$ cat src/hw/spi_pkg.sv
/* Shared types and constants for the SPI master.
   QUEUE_DEPTH must be a power of two since the queue pointers wrap freely.
   Frames are fixed at FRAME_BITS, MSB first, on a single data lane. */

`default_nettype none

package spi_pkg;

  // ------------------------------------------------------------------------
  // sizes
  // ------------------------------------------------------------------------
  localparam int NUM_CS         = 4;
  localparam int FRAME_BITS     = 8;
  localparam int QUEUE_DEPTH    = 4;
  localparam int AXIL_ADDR_BITS = 4;

  localparam int CS_SEL_BITS    = $clog2(NUM_CS);
  localparam int QUEUE_PTR_BITS = $clog2(QUEUE_DEPTH);
  localparam int QUEUE_CNT_BITS = $clog2(QUEUE_DEPTH + 1);
  // two spi_clk edges per bit
  localparam int EDGE_BITS      = $clog2(2 * FRAME_BITS);

  // axi response codes
  localparam logic [1:0] RESP_OKAY   = 2'b00;
  localparam logic [1:0] RESP_SLVERR = 2'b10;

  // CTRL fields: cpol, cpha, clk_div byte, cs_sel in byte lane 2
  localparam int CTRL_CPOL_BIT = 0;
  localparam int CTRL_CPHA_BIT = 1;
  localparam int CTRL_DIV_LSB  = 8;
  localparam int CTRL_CS_LSB   = 16;
  // RXDATA keeps the byte low and the source chip select in lane 2
  localparam int RX_CS_LSB     = 16;
  // STATUS flags
  localparam int STAT_BUSY_BIT = 0;
  localparam int STAT_RXV_BIT  = 1;
  localparam int STAT_OVR_BIT  = 2;

  // ------------------------------------------------------------------------
  // enums
  // ------------------------------------------------------------------------
  typedef enum logic [AXIL_ADDR_BITS-1:0] {
    REG_CTRL   = 4'h0,
    REG_TXDATA = 4'h4,
    REG_RXDATA = 4'h8,
    REG_STATUS = 4'hC
  } reg_addr_e;

  typedef enum logic [1:0] {
    ENG_IDLE,
    ENG_SETUP,
    ENG_SHIFT,
    ENG_HOLD
  } eng_state_e;

  // ------------------------------------------------------------------------
  // structs
  // ------------------------------------------------------------------------
  // settings snapshot taken at the TXDATA write
  typedef struct packed {
    logic                   cpol;
    logic                   cpha;
    logic [7:0]             clk_div;
    logic [CS_SEL_BITS-1:0] cs_sel;
  } spi_cfg_t;

  typedef struct packed {
    spi_cfg_t              cfg;
    logic [FRAME_BITS-1:0] data;
  } spi_cmd_t;

  typedef struct packed {
    logic [FRAME_BITS-1:0]  data;
    logic [CS_SEL_BITS-1:0] cs_sel;
  } spi_rx_t;

  // host to slave channels
  typedef struct packed {
    logic                      awvalid;
    logic [AXIL_ADDR_BITS-1:0] awaddr;
    logic                      wvalid;
    logic [31:0]               wdata;
    logic [3:0]                wstrb;
    logic                      bready;
    logic                      arvalid;
    logic [AXIL_ADDR_BITS-1:0] araddr;
    logic                      rready;
  } axil_req_t;

  // slave to host channels
  typedef struct packed {
    logic        awready;
    logic        wready;
    logic        bvalid;
    logic [1:0]  bresp;
    logic        arready;
    logic        rvalid;
    logic [31:0] rdata;
    logic [1:0]  rresp;
  } axil_rsp_t;

endpackage

`default_nettype wire

$ cat src/hw/spi_axil_regs.sv
/* AXI4-Lite register front end. One outstanding transaction at a time,
   writes take priority over reads in the same cycle. A TXDATA write to a
   full queue gets SLVERR and the byte is lost. RXDATA is invalid before
   the first frame completes. */

`default_nettype none

module spi_axil_regs
  import spi_pkg::*;
(
  input  logic      sclk,
  input  logic      arst_n,
  input  axil_req_t axil_req,
  output axil_rsp_t axil_rsp,
  output logic      cmd_valid,
  input  logic      cmd_ready,
  output spi_cmd_t  cmd,
  input  logic      rx_valid,
  input  spi_rx_t   rx,
  input  logic      engine_busy
);

  // response channel state
  logic        bvalid_q;
  logic [1:0]  bresp_q;
  logic        rvalid_q;
  logic [31:0] rdata_q;
  logic [1:0]  rresp_q;

  // register contents
  spi_cfg_t    ctrl_q;
  spi_rx_t     rx_q;
  logic        rx_valid_q;
  logic        rx_overrun_q;

  logic        wr_fire;
  logic        rd_fire;
  reg_addr_e   waddr;
  reg_addr_e   raddr;
  logic [1:0]  wr_resp;
  logic [1:0]  rd_resp;
  logic [31:0] rd_word;
  logic        rxdata_read;
  logic        status_read;

  // ------------------------------------------------------------------------
  // handshakes
  // ------------------------------------------------------------------------
  // both address and data must be present, nothing new while a response waits
  assign wr_fire = axil_req.awvalid && axil_req.wvalid && !bvalid_q && !rvalid_q;
  assign rd_fire = axil_req.arvalid && !wr_fire && !bvalid_q && !rvalid_q;

  assign waddr = reg_addr_e'(axil_req.awaddr);
  assign raddr = reg_addr_e'(axil_req.araddr);

  assign rxdata_read = rd_fire && (raddr == REG_RXDATA);
  assign status_read = rd_fire && (raddr == REG_STATUS);

  // frame = current control snapshot plus the written byte
  assign cmd.cfg  = ctrl_q;
  assign cmd.data = axil_req.wdata[FRAME_BITS-1:0];

  // write decode, RXDATA and STATUS writes are ignored
  always_comb begin
    wr_resp   = RESP_OKAY;
    cmd_valid = 1'b0;
    case (waddr)
      REG_CTRL, REG_RXDATA, REG_STATUS: wr_resp = RESP_OKAY;
      REG_TXDATA: begin
        cmd_valid = wr_fire;
        // queue full, drop the byte
        if (!cmd_ready) wr_resp = RESP_SLVERR;
      end
      default: wr_resp = RESP_SLVERR;
    endcase
  end

  // read mux
  always_comb begin
    rd_word = '0;
    rd_resp = RESP_OKAY;
    case (raddr)
      REG_CTRL: begin
        rd_word[CTRL_CPOL_BIT]                 = ctrl_q.cpol;
        rd_word[CTRL_CPHA_BIT]                 = ctrl_q.cpha;
        rd_word[CTRL_DIV_LSB +: 8]             = ctrl_q.clk_div;
        rd_word[CTRL_CS_LSB +: CS_SEL_BITS]    = ctrl_q.cs_sel;
      end
      // write only, reads as zero
      REG_TXDATA: rd_word = '0;
      REG_RXDATA: begin
        rd_word[FRAME_BITS-1:0]                = rx_q.data;
        rd_word[RX_CS_LSB +: CS_SEL_BITS]      = rx_q.cs_sel;
      end
      REG_STATUS: begin
        // queue backed up counts as busy too
        rd_word[STAT_BUSY_BIT] = engine_busy || !cmd_ready;
        rd_word[STAT_RXV_BIT]  = rx_valid_q;
        rd_word[STAT_OVR_BIT]  = rx_overrun_q;
      end
      default: rd_resp = RESP_SLVERR;
    endcase
  end

  // ------------------------------------------------------------------------
  // control state
  // ------------------------------------------------------------------------
  always_ff @(posedge sclk or negedge arst_n) begin
    if (!arst_n) begin
      bvalid_q     <= 1'b0;
      rvalid_q     <= 1'b0;
      ctrl_q       <= '0;
      rx_valid_q   <= 1'b0;
      rx_overrun_q <= 1'b0;
    end else begin
      if (wr_fire) bvalid_q <= 1'b1;
      else if (axil_req.bready) bvalid_q <= 1'b0;

      if (rd_fire) rvalid_q <= 1'b1;
      else if (axil_req.rready) rvalid_q <= 1'b0;

      // per byte lane update of CTRL
      if (wr_fire && (waddr == REG_CTRL)) begin
        if (axil_req.wstrb[0]) begin
          ctrl_q.cpol <= axil_req.wdata[CTRL_CPOL_BIT];
          ctrl_q.cpha <= axil_req.wdata[CTRL_CPHA_BIT];
        end
        if (axil_req.wstrb[1]) ctrl_q.clk_div <= axil_req.wdata[CTRL_DIV_LSB +: 8];
        if (axil_req.wstrb[2]) ctrl_q.cs_sel <= axil_req.wdata[CTRL_CS_LSB +: CS_SEL_BITS];
      end

      if (rxdata_read) rx_valid_q <= 1'b0;
      if (status_read) rx_overrun_q <= 1'b0;

      // a new frame wins over a clear in the same cycle
      if (rx_valid) begin
        rx_valid_q <= 1'b1;
        if (rx_valid_q && !rxdata_read) rx_overrun_q <= 1'b1;
      end
    end
  end

  // payload, only meaningful when qualified by its valid
  always_ff @(posedge sclk) begin
    if (wr_fire) bresp_q <= wr_resp;
    if (rd_fire) begin
      rdata_q <= rd_word;
      rresp_q <= rd_resp;
    end
    if (rx_valid) rx_q <= rx;
  end

  always_comb begin
    axil_rsp.awready = wr_fire;
    axil_rsp.wready  = wr_fire;
    axil_rsp.bvalid  = bvalid_q;
    axil_rsp.bresp   = bresp_q;
    axil_rsp.arready = rd_fire;
    axil_rsp.rvalid  = rvalid_q;
    axil_rsp.rdata   = rdata_q;
    axil_rsp.rresp   = rresp_q;
  end

endmodule

`default_nettype wire

$ cat src/hw/spi_cmd_queue.sv
/* Command FIFO, QUEUE_DEPTH entries, first word visible one cycle after
   its push. When full it still takes a push in a cycle that also pops. */

`default_nettype none

module spi_cmd_queue
  import spi_pkg::*;
(
  input  logic     sclk,
  input  logic     arst_n,
  input  logic     in_valid,
  output logic     in_ready,
  input  spi_cmd_t in_cmd,
  output logic     out_valid,
  input  logic     out_ready,
  output spi_cmd_t out_cmd
);

  spi_cmd_t                  mem_q [QUEUE_DEPTH];
  logic [QUEUE_PTR_BITS-1:0] wr_ptr_q;
  logic [QUEUE_PTR_BITS-1:0] rd_ptr_q;
  logic [QUEUE_CNT_BITS-1:0] count_q;
  logic                      full;
  logic                      push;
  logic                      pop;

  // status from the count alone
  assign full      = (count_q == QUEUE_CNT_BITS'(QUEUE_DEPTH));
  assign out_valid = (count_q != '0);
  // room appears if the head leaves this cycle
  assign in_ready  = !full || out_ready;

  assign push    = in_valid && in_ready;
  assign pop     = out_valid && out_ready;
  assign out_cmd = mem_q[rd_ptr_q];

  // pointers wrap by overflow
  always_ff @(posedge sclk or negedge arst_n) begin
    if (!arst_n) begin
      wr_ptr_q <= '0;
      rd_ptr_q <= '0;
      count_q  <= '0;
    end else begin
      if (push) wr_ptr_q <= wr_ptr_q + 1'b1;
      if (pop) rd_ptr_q <= rd_ptr_q + 1'b1;
      if (push && !pop) count_q <= count_q + 1'b1;
      else if (pop && !push) count_q <= count_q - 1'b1;
    end
  end

  always_ff @(posedge sclk) begin
    if (push) mem_q[wr_ptr_q] <= in_cmd;
  end

endmodule

`default_nettype wire

$ cat src/hw/spi_shift_engine.sv
/* SPI shift engine, one 8-bit frame at a time, MSB first, single lane.
   Half-period is clk_div+1 sclk cycles. miso is sampled directly on sclk,
   so the slave must hold it stable around the sampling edge. */

`default_nettype none

module spi_shift_engine
  import spi_pkg::*;
(
  input  logic              sclk,
  input  logic              arst_n,
  input  logic              cmd_valid,
  output logic              cmd_ready,
  input  spi_cmd_t          cmd,
  output logic              rx_valid,
  output spi_rx_t           rx,
  output logic              busy,
  output logic              spi_clk,
  output logic              mosi,
  output logic [NUM_CS-1:0] cs_n,
  input  logic              miso
);

  eng_state_e             state_q;
  spi_cfg_t               cfg_q;
  logic [7:0]             half_cnt_q;
  logic [EDGE_BITS-1:0]   edge_cnt_q;
  logic [FRAME_BITS-1:0]  tx_sr_q;
  logic [FRAME_BITS-1:0]  rx_sr_q;
  logic                   spi_clk_q;
  logic                   mosi_q;
  logic [NUM_CS-1:0]      cs_n_q;
  logic                   rx_valid_q;

  logic                   accept;
  logic                   tick;
  logic                   do_edge;
  logic                   leading;
  logic                   sample_edge;

  // ------------------------------------------------------------------------
  // edge timing
  // ------------------------------------------------------------------------
  assign cmd_ready = (state_q == ENG_IDLE);
  assign busy      = (state_q != ENG_IDLE);
  assign accept    = cmd_valid && cmd_ready;

  // end of a half-period
  assign tick = (half_cnt_q == cfg_q.clk_div);

  // first edge leaves SETUP, the other fifteen happen in SHIFT
  assign do_edge = tick && ((state_q == ENG_SETUP) || (state_q == ENG_SHIFT));

  // even edge count is the leading edge of a bit
  assign leading = !edge_cnt_q[0];

  // cpha 0 samples on leading, cpha 1 on trailing
  assign sample_edge = leading ^ cfg_q.cpha;

  // ------------------------------------------------------------------------
  // state machine and pins
  // ------------------------------------------------------------------------
  always_ff @(posedge sclk or negedge arst_n) begin
    if (!arst_n) begin
      state_q    <= ENG_IDLE;
      cfg_q      <= '0;
      half_cnt_q <= '0;
      edge_cnt_q <= '0;
      spi_clk_q  <= 1'b0;
      mosi_q     <= 1'b0;
      cs_n_q     <= '1;
      rx_valid_q <= 1'b0;
    end else begin
      rx_valid_q <= 1'b0;

      if (state_q == ENG_IDLE) half_cnt_q <= '0;
      else if (tick) half_cnt_q <= '0;
      else half_cnt_q <= half_cnt_q + 1'b1;

      if (do_edge) begin
        spi_clk_q  <= !spi_clk_q;
        edge_cnt_q <= edge_cnt_q + 1'b1;
        if (!sample_edge) mosi_q <= tx_sr_q[FRAME_BITS-1];
      end

      case (state_q)
        ENG_IDLE: begin
          if (accept) begin
            state_q    <= ENG_SETUP;
            cfg_q      <= cmd.cfg;
            edge_cnt_q <= '0;
            // idle level of the new frame
            spi_clk_q  <= cmd.cfg.cpol;
            cs_n_q     <= ~(NUM_CS'(1) << cmd.cfg.cs_sel);
            // cpha 0 needs the msb out before the first edge
            if (!cmd.cfg.cpha) mosi_q <= cmd.data[FRAME_BITS-1];
          end
        end
        ENG_SETUP: begin
          if (tick) state_q <= ENG_SHIFT;
        end
        ENG_SHIFT: begin
          if (tick && (edge_cnt_q == EDGE_BITS'(2 * FRAME_BITS - 1))) state_q <= ENG_HOLD;
        end
        ENG_HOLD: begin
          // release select and hand the byte back
          if (tick) begin
            state_q    <= ENG_IDLE;
            cs_n_q     <= '1;
            rx_valid_q <= 1'b1;
          end
        end
        default: state_q <= ENG_IDLE;
      endcase
    end
  end

  // shift registers
  always_ff @(posedge sclk) begin
    if (accept) begin
      // cpha 0 already put the msb out, so skip it
      if (cmd.cfg.cpha) tx_sr_q <= cmd.data;
      else tx_sr_q <= {cmd.data[FRAME_BITS-2:0], 1'b0};
    end else if (do_edge && !sample_edge) begin
      tx_sr_q <= {tx_sr_q[FRAME_BITS-2:0], 1'b0};
    end

    if (do_edge && sample_edge) rx_sr_q <= {rx_sr_q[FRAME_BITS-2:0], miso};
  end

  assign spi_clk   = spi_clk_q;
  assign mosi      = mosi_q;
  assign cs_n      = cs_n_q;
  assign rx_valid  = rx_valid_q;
  assign rx.data   = rx_sr_q;
  assign rx.cs_sel = cfg_q.cs_sel;

endmodule

`default_nettype wire

$ cat src/hw/spi_master_top.sv
/* SPI master with AXI4-Lite host port. Register block feeds a command
   queue, which feeds the shift engine. Single lane, 8-bit frames only. */

`default_nettype none

module spi_master_top
  import spi_pkg::*;
(
  input  logic              sclk,
  input  logic              arst_n,
  input  axil_req_t         axil_req,
  output axil_rsp_t         axil_rsp,
  output logic              spi_clk,
  output logic              mosi,
  output logic [NUM_CS-1:0] cs_n,
  input  logic              miso
);

  // registers to queue
  logic     reg_cmd_valid;
  logic     reg_cmd_ready;
  spi_cmd_t reg_cmd;

  // queue to engine
  logic     eng_cmd_valid;
  logic     eng_cmd_ready;
  spi_cmd_t eng_cmd;

  // engine back to registers
  logic     rx_valid;
  spi_rx_t  rx;
  logic     engine_busy;

  spi_axil_regs u_regs (
    .sclk        (sclk),
    .arst_n      (arst_n),
    .axil_req    (axil_req),
    .axil_rsp    (axil_rsp),
    .cmd_valid   (reg_cmd_valid),
    .cmd_ready   (reg_cmd_ready),
    .cmd         (reg_cmd),
    .rx_valid    (rx_valid),
    .rx          (rx),
    .engine_busy (engine_busy)
  );

  spi_cmd_queue u_queue (
    .sclk      (sclk),
    .arst_n    (arst_n),
    .in_valid  (reg_cmd_valid),
    .in_ready  (reg_cmd_ready),
    .in_cmd    (reg_cmd),
    .out_valid (eng_cmd_valid),
    .out_ready (eng_cmd_ready),
    .out_cmd   (eng_cmd)
  );

  spi_shift_engine u_engine (
    .sclk      (sclk),
    .arst_n    (arst_n),
    .cmd_valid (eng_cmd_valid),
    .cmd_ready (eng_cmd_ready),
    .cmd       (eng_cmd),
    .rx_valid  (rx_valid),
    .rx        (rx),
    .busy      (engine_busy),
    .spi_clk   (spi_clk),
    .mosi      (mosi),
    .cs_n      (cs_n),
    .miso      (miso)
  );

endmodule

`default_nettype wire

$ cat config.mk
export PLATFORM = sky130hd
export DESIGN_NAME = spi_master_top
export DESIGN_NICKNAME = d
export VERILOG_FILES = /design/src/hw/spi_pkg.sv /design/src/hw/spi_axil_regs.sv /design/src/hw/spi_cmd_queue.sv /design/src/hw/spi_shift_engine.sv /design/src/hw/spi_master_top.sv
export SDC_FILE = /design/constraint.sdc
export NUM_CORES = 1
export LEC_CHECK = 0
export BUFFER_PORTS_ARGS = -buffer_cell sky130_fd_sc_hd__buf_2
export CORE_UTILIZATION = 30
export DETAILED_ROUTE_END_ITERATION = 8
export PLACE_DENSITY = 0.57
export SLEW_MARGIN = 20
export SYNTH_ARGS = -nofsm -noshare
export SYNTH_HDL_FRONTEND = slang
export SYNTH_SLANG_ARGS = --single-unit
$ cat constraint.sdc
create_clock -name sclk -period 7.18 [get_ports sclk]
set_input_delay 0.718 -clock sclk [delete_from_list [all_inputs] [get_ports sclk]]
set_output_delay 0.718 -clock sclk [all_outputs]
set_load 0.03 [all_outputs]
==> flow_summary.toml, run 1 <==
[run_status]
outcome = "finished clean"

[drt]
post-route-drc-count = 0
drt-initial-drc-count = 261
routedWlPerCell_um = 15.4
wl_um = 13700
routed-via-count = 3955
ant_nets = 0
drtPass1Iterations = 5
vias_per_cell = 4.45

[die]
die_height_um = 159
core_area_um2 = 24300
rows = 57
pin_count = 99
die-width_um = 159
die-area_um2 = 25400
start_util_pct = 30.6

[hold_path]
hp-class = "in -> async"

[clocking]
cts-root-buf = "clkbuf_16"
cts_resized = 0
cts_setup_buffers = 0
clock_sinks = 181
cts_buffer_depth = 2
cts_tree = "built"
clk_pin_slew_worst_paths_ps = 70
htree_num_levels = 4
cts_buffers = 17
hold_buffers = 0
clock_latency_ps = 430

[worst_setup_path]
cp-start-kind = "flop"
crit_type = "reg -> reg"
crit_start = "u_engine.state_q[0]"
critical_path_required_ps = 7490
worst_setup_path_end_kind = "flop"
worstPathArrival_ps = 3300
reg2reg_depth = 8
critPathMaxFanout = 8
worst-path-buf-inv = 2
rr_endpoint = "u_queue.count_q[1]"
path_cells = "inv_1, ha_1, or4b_2, and3_1, ha_1, inv_1, fa_1, mux2_2"
worstReg2RegStart = "u_engine.state_q[0]"
crit_path_max_incr_delay_ps = 720
crit_end = "u_queue.count_q[1]"
r2r_slack_ps = 4190
cpMaxStageDelayCell = "or4b_2"
critPathTopFamily = "simple AND/OR/NAND/NOR gates"
path_depth = 8

[timing]
tns_ps = 0
min_period_ps = 2990
relSlewSlack_pct = 48.7
rsz0062_at_grt = "no"
drv_slew = 0
setup_viol = 0
hold-worst-slack_ps = 424
fmax_mhz = 334
hold_violations = 0
period_share_pct = 41.7
worst_pin_slew_ps = 767
skew_ps = 8.58

[synthesis]
synth_edf_count = 126
async_flop_share_pct = 30.4
synth_area_leaders = "edfxtp_1 51%, dfrtp_1 17%, mux4_2 6.1%"
netlist.top_cell.by_area = "edfxtp_1"
seq_area_frac_synth_pct = 69.5
netlist.area_leader.share_pct = 50.9
synth_cell_type_count = 47
synth.avg_cell_area_um2 = 15.6
synthCells = 478
ys.warnings.count = 0
synth_ff_type = "edfxtp_1"
syn_area_um2 = 7430
synth_seq_cells = 181

[grt]
grt_remaining_overflow = 0
grt_max_degree = 56
track_usage_pct = 11.4
grt_pass1_vias = 4256
antenna_found_initial = 0
grt_pass1_wl_um = 22200

[power_and_ir_drop]
power.density_nw_per_um2 = 255
ir_worst_vdd_uv = 168
leakage_nw = 3.31

[placed_design]
gp_congestion = 0.737
io_buffer_count = 67
place_area_um2 = 8040
post-dp-hpwl_um = 9150

[layout]
multi_input_area_um2 = 2040
n_antenna_cell = 0
fin_nets = 616
drive_above_1_share_pct = 27.5
finalInstanceArea_um2 = 8630
area_growth_pct = 16.0
filler_cell_count = 2294
regArea_um2 = 5160

[job]
maxCapViolCount = 0
==> synthesized netlist by cell type, types with 2 or more instances <==
| cell type | instances |
|---|---|
| a21o_1 | 2 |
| a22oi_1 | 3 |
| edfxtp_1 | 126 |
| nor4_2 | 2 |
| nand2_1 | 56 |
| or2_2 | 2 |
| mux2i_1 | 9 |
| buf_4 | 23 |
| xor2_1 | 18 |
| a22o_1 | 2 |
| ha_1 | 12 |
| xnor2_1 | 6 |
| a21oi_1 | 3 |
| mux2_1 | 4 |
| buf_6 | 2 |
| nand2b_1 | 2 |
| nand3_1 | 10 |
| nor3_1 | 3 |
| clkbuf_1 | 5 |
| a31oi_1 | 3 |
| mux2_2 | 15 |
| nor2_1 | 23 |
| and3_1 | 6 |
| dfstp_2 | 4 |
| or3_1 | 2 |
| dfrtp_1 | 51 |
| buf_2 | 6 |
| o21ai_0 | 12 |
| mux4_2 | 20 |
| inv_1 | 12 |
| and2_1 | 18 |
==> per-stage QoR <==
step	setup WS (ps)	instances	utilization (%)	power [mW]
3_3_place_gp	4300	855	33.1	1.32
6_report	4190	888	35.5	2.20
5_1_grt	4050	888	35.5	2.29
4_1_cts	4150	887	35.4	2.23
3_5_place_dp	4180	855	33.1	1.33
2_1_floorplan	4470	493	-	1.29
==> flip-flops by register name, indices dropped and copies added, names as in the netlist, 2 cells and up <==
| register | cells |
|---|---|
| u_regs.rx_q | 10 |
| u_engine.half_cnt_q | 8 |
| u_queue.wr_ptr_q | 2 |
| u_engine.rx_sr_q | 8 |
| u_queue.count_q | 3 |
| u_engine.cfg_q | 9 |
| u_regs.rdata_q | 18 |
| u_engine.edge_cnt_q | 4 |
| u_queue.mem_q | 80 |
| u_engine.tx_sr_q | 8 |
| u_queue.rd_ptr_q | 2 |
| u_engine.rx | 2 |
| u_engine.cs_n | 4 |
| u_regs.cmd | 12 |
| u_engine.state_q | 2 |
==> final cells by class <==
| cell class | count | area share, % |
|---|---|---|
| clock buffers | 17 | 4.93 |
| clock inverters | 15 | 1.65 |
| inverters | 12 | 0.522 |
| multi-input cells | 264 | 23.6 |
| flip-flops and latches | 181 | 59.9 |
| well taps | 324 | 4.70 |
| repair buffers | 75 | 4.67 |
==> routing by layer <==
| layer | vias up | routed length, µm | GRT usage, % |
|---|---|---|---|
| li1 | 1840 | - | - |
| met1 | 2023 | 5890 | 13.2 |
| met2 | 81 | 7200 | 20.0 |
| met3 | 11 | 449 | 3.44 |
| met4 | 0 | 165 | 4.02 |
| met5 | - | 0 | 0 |
==> placed cells by master, fill, tap and decap left out, types with 6 or more instances in the layout <==
cell	netlist	layout
edfxtp_1	126	126
buf_2	6	67
nand2_1	56	56
dfrtp_1	51	51
nor2_1	23	23
mux4_2	20	20
xor2_1	18	18
clkbuf_16	0	17
conb_1	1	16
and2_1	18	15
mux2_2	15	15
inv_1	12	12
ha_1	12	12
o21ai_0	12	11
nand3_1	10	10
mux2i_1	9	9
buf_4	23	7
and3_1	6	6
xnor2_1	6	6
==> worst min-delay path by stage <==
stage	to	slack, ps
2_1_floorplan	u_regs.rx_q[9]	400
3_3_place_gp	u_regs.rx_q[9]	400
3_5_place_dp	u_regs.rx_q[9]	430
4_1_cts	u_regs.rx_q[9]	440
5_1_grt	u_regs.rx_q[9]	450
6_report	u_regs.cmd[13]	420
==> where the power goes <==
part           total (mW)  switching (mW)  leakage (nW)  internal [mW]
logic               0.124          0.0815          1.25         0.0430
registers            1.18          0.0294          1.80           1.15
clock network       0.895           0.410         0.266          0.485
==> cells by family (layout without fill, tap and decap cells) <==
group / after synthesis / in the layout / synth area share [%]
xor gates and xnor gates: 24 / 24 / 2.83
AOI/OAI and AO/OA: 31 / 31 / 2.73
and+or+nand+nor: 132 / 132 / 8.58
muxes: 48 / 48 / 10.1
DFF: 181 / 181 / 69.5
other: 1 / 16 / 0.0504
adders and majority gates: 13 / 13 / 2.29
buffers and inverters: 48 / 119 / 3.89
(Power assumes the default switching activity.)
==> run 2, diff against run 1 <==
- ABC_AREA: default -> 1
- clock period: 7.18 -> 3 ns (I/O delays scaled with it)
==> flow_summary.toml, run 2 <==
[grt]
track_usage_pct = 12.5
grt_pass1_vias = 4720
antenna_found_initial = 0
grt_max_degree = 43
grt_remaining_overflow = 0
grt_pass1_wl_um = 25000

[placed_design]
post-place-cells = 1063
io_buffer_count = 67
post-dp-hpwl_um = 10200
place_area_um2 = 8330
pre_cts_ws_ps = 468
gp_congestion = 0.741

[drt]
wl_um = 15100
drtPass1Iterations = 6
ant_nets = 0
drt-initial-drc-count = 255
vias_per_cell = 4.38
routed-via-count = 4805
routedWlPerCell_um = 13.8
post-route-drc-count = 0

[clocking]
cts_buffer_depth = 2
clock_latency_ps = 430
cts_resized = 0
htree_num_levels = 4
clk_pin_slew_worst_paths_ps = 70
cts_tree = "built"
clock_sinks = 181
cts-root-buf = "clkbuf_16"
cts_buffers = 17

[layout]
drive_above_1_share_pct = 18.5
instances_no_fill = 1096
filler_cell_count = 2515
layout_commonest_cell = "nand2_1"
regMostFlops = "u_queue.mem_q"
layout_common_cells = "144 x nand2_1, 126 x edfxtp_1, 71 x nor2_1"
area_growth_pct = 16.7
fin_nets = 818
largest_reg_flops = 80
finalInstanceArea_um2 = 8920
n_antenna_cell = 0
final_core_util_pct = 35.5

[synthesis]
synth_ff_type = "edfxtp_1"
ys.warnings.count = 0
synth.avg_cell_area_um2 = 11.3
synth_cell_type_count = 41
synth_seq_cells = 181
synth_edf_count = 126
yosysMostFrequentCell = "nand2_1"
synth_area_leaders = "edfxtp_1 49%, dfrtp_1 17%, nand2_1 7.1%"
async_flop_share_pct = 30.4
synthTopCellsByCount = "144 x nand2_1, 126 x edfxtp_1, 71 x nor2_1"
syn_area_um2 = 7650
netlist.top_cell.by_area = "edfxtp_1"
seq_area_frac_synth_pct = 67.5
netlist.area_leader.share_pct = 49.5
synthCells = 674

[timing]
min_period_ps = 2540
hold_violations = 0
setup_slack_ps = 458
drv_slew = 0
tns_ps = 0
rsz0062_at_grt = "no"
skew_ps = 10.5
setup_viol = 0
relSlewSlack_pct = 54.7
period_share_pct = 84.7
fmax_mhz = 393
worst_pin_slew_ps = 680

[worst_setup_path]
worstPathArrival_ps = 2850
r2r_slack_ps = 460
worst_setup_path_end_kind = "flop"
path_cells = "inv_1, ha_1, inv_1, nand3_1, nand3_1, inv_1, ha_1, inv_1, fa_1, a21oi_1, o21ai_0, xor2_1"
crit_type = "reg -> reg"
cpMaxStageDelayCell = "dfrtp_1"
reg2reg_depth = 12
crit_path_max_incr_delay_ps = 420
critical_path_required_ps = 3310
cp_common_cell = "inv_1"
cp-start-kind = "flop"
critPathMaxFanout = 6

[die]
rows = 58
start_util_pct = 30.5
die-width_um = 162
pin_count = 99
core_area_um2 = 25100
die_height_um = 162
die-area_um2 = 26100

[hold_path]
hold_depth = 1
hp-class = "in -> reg"

[power_and_ir_drop]
power.density_nw_per_um2 = 599
leakage_nw = 3.66
ir_worst_vdd_uv = 402

[run_status]
outcome = "finished clean"

[job]
maxCapViolCount = 0
[run 2: cell count changes in the layout (fill, tap and decap cells not counted), moves of 14 or more]
cell     previous run  this run
mux2_2             15         1
mux4_2             20         0
o21ai_0            11        45
nand3_1            10        32
and2_1             15         0
inv_1              12        65
nor2_1             23        71
nand2_1            56       144
[run 2: metal layers]
layer / vias up / GRT usage, % / wire, µm
li1: 2400 / - / -
met3: 15 / 2.76 / 657
met5: - / 0 / 0
met2: 114 / 19.6 / 7110
met4: 0 / 4.55 / 206
met1: 2276 / 17.0 / 7150
[run 2: layout make-up]
type	count	area [µm²]	share of cell area [%]
flip-flops and latches	181	5160	57.9
clock buffers	17	425	4.77
multi-input cells	401	2040	22.9
clock inverters	15	159	1.78
well taps	330	413	4.63
repair buffers	84	465	5.22
inverters	68	255	2.86
[run 2: cells by family (layout without fill, tap and decap cells)]
| family | Yosys count | after routing | share of synthesized area (%) |
|---|---|---|---|
| xor gates and xnor gates | 13 | 13 | 1.49 |
| and+or+nand+nor | 272 | 272 | 15.0 |
| adders and majority gates | 13 | 13 | 2.23 |
| DFF | 181 | 181 | 67.5 |
| AOI/OAI and AO/OA | 86 | 86 | 7.02 |
| buffers and inverters | 107 | 184 | 6.51 |
| muxes | 1 | 1 | 0.147 |
| other | 1 | 16 | 0.0490 |
[run 2: critical path, delay by kind of cell, from the launching register on]
kind,cells,cell delay [ps]
buffers and inverters,4,430
XOR/XNOR,1,160
AND/OR/NAND/NOR,2,370
AO/OA/AOI/OAI,2,280
adder cells (fa/ha/maj),3,750
flip-flops,1,420
[run 2: where the power goes]
group	internal, mW	switching (mW)
Combinational	0.0957	0.224
Clock	1.18	1.01
Sequential	2.77	0.0632
[run 2: metrics by stage]
step | power [mW] | hold WS [ps]
after detailed placement | 3.21 | 385
after CTS | 5.40 | 26.6
final | 5.34 | 44.4
after global routing | 5.56 | 28.9
after floorplan | 3.11 | 4.41
after global placement | 3.20 | 384
[run 2: final timing paths]
| kind | from | to |
|---|---|---|
| max | u_engine.state_q[1] | u_queue.count_q[2] |
| min | miso | u_engine.rx_sr_q[0] |
| max reg2reg | u_engine.state_q[1] | u_queue.count_q[2] |
| min reg2reg | u_engine.rx_sr_q[7] | u_regs.rx_q[9] |
| max in group asynchronous | arst_n | u_engine.cs_n[0] |
| min in group asynchronous | arst_n | u_queue.wr_ptr_q[0] |
[run 2: repair_timing]
| item | CTS | global route |
|---|---|---|
| setup buffers | 0 | 0 |
| hold endpoints to repair | 24 | 0 |
| hold buffers | 1 | 0 |
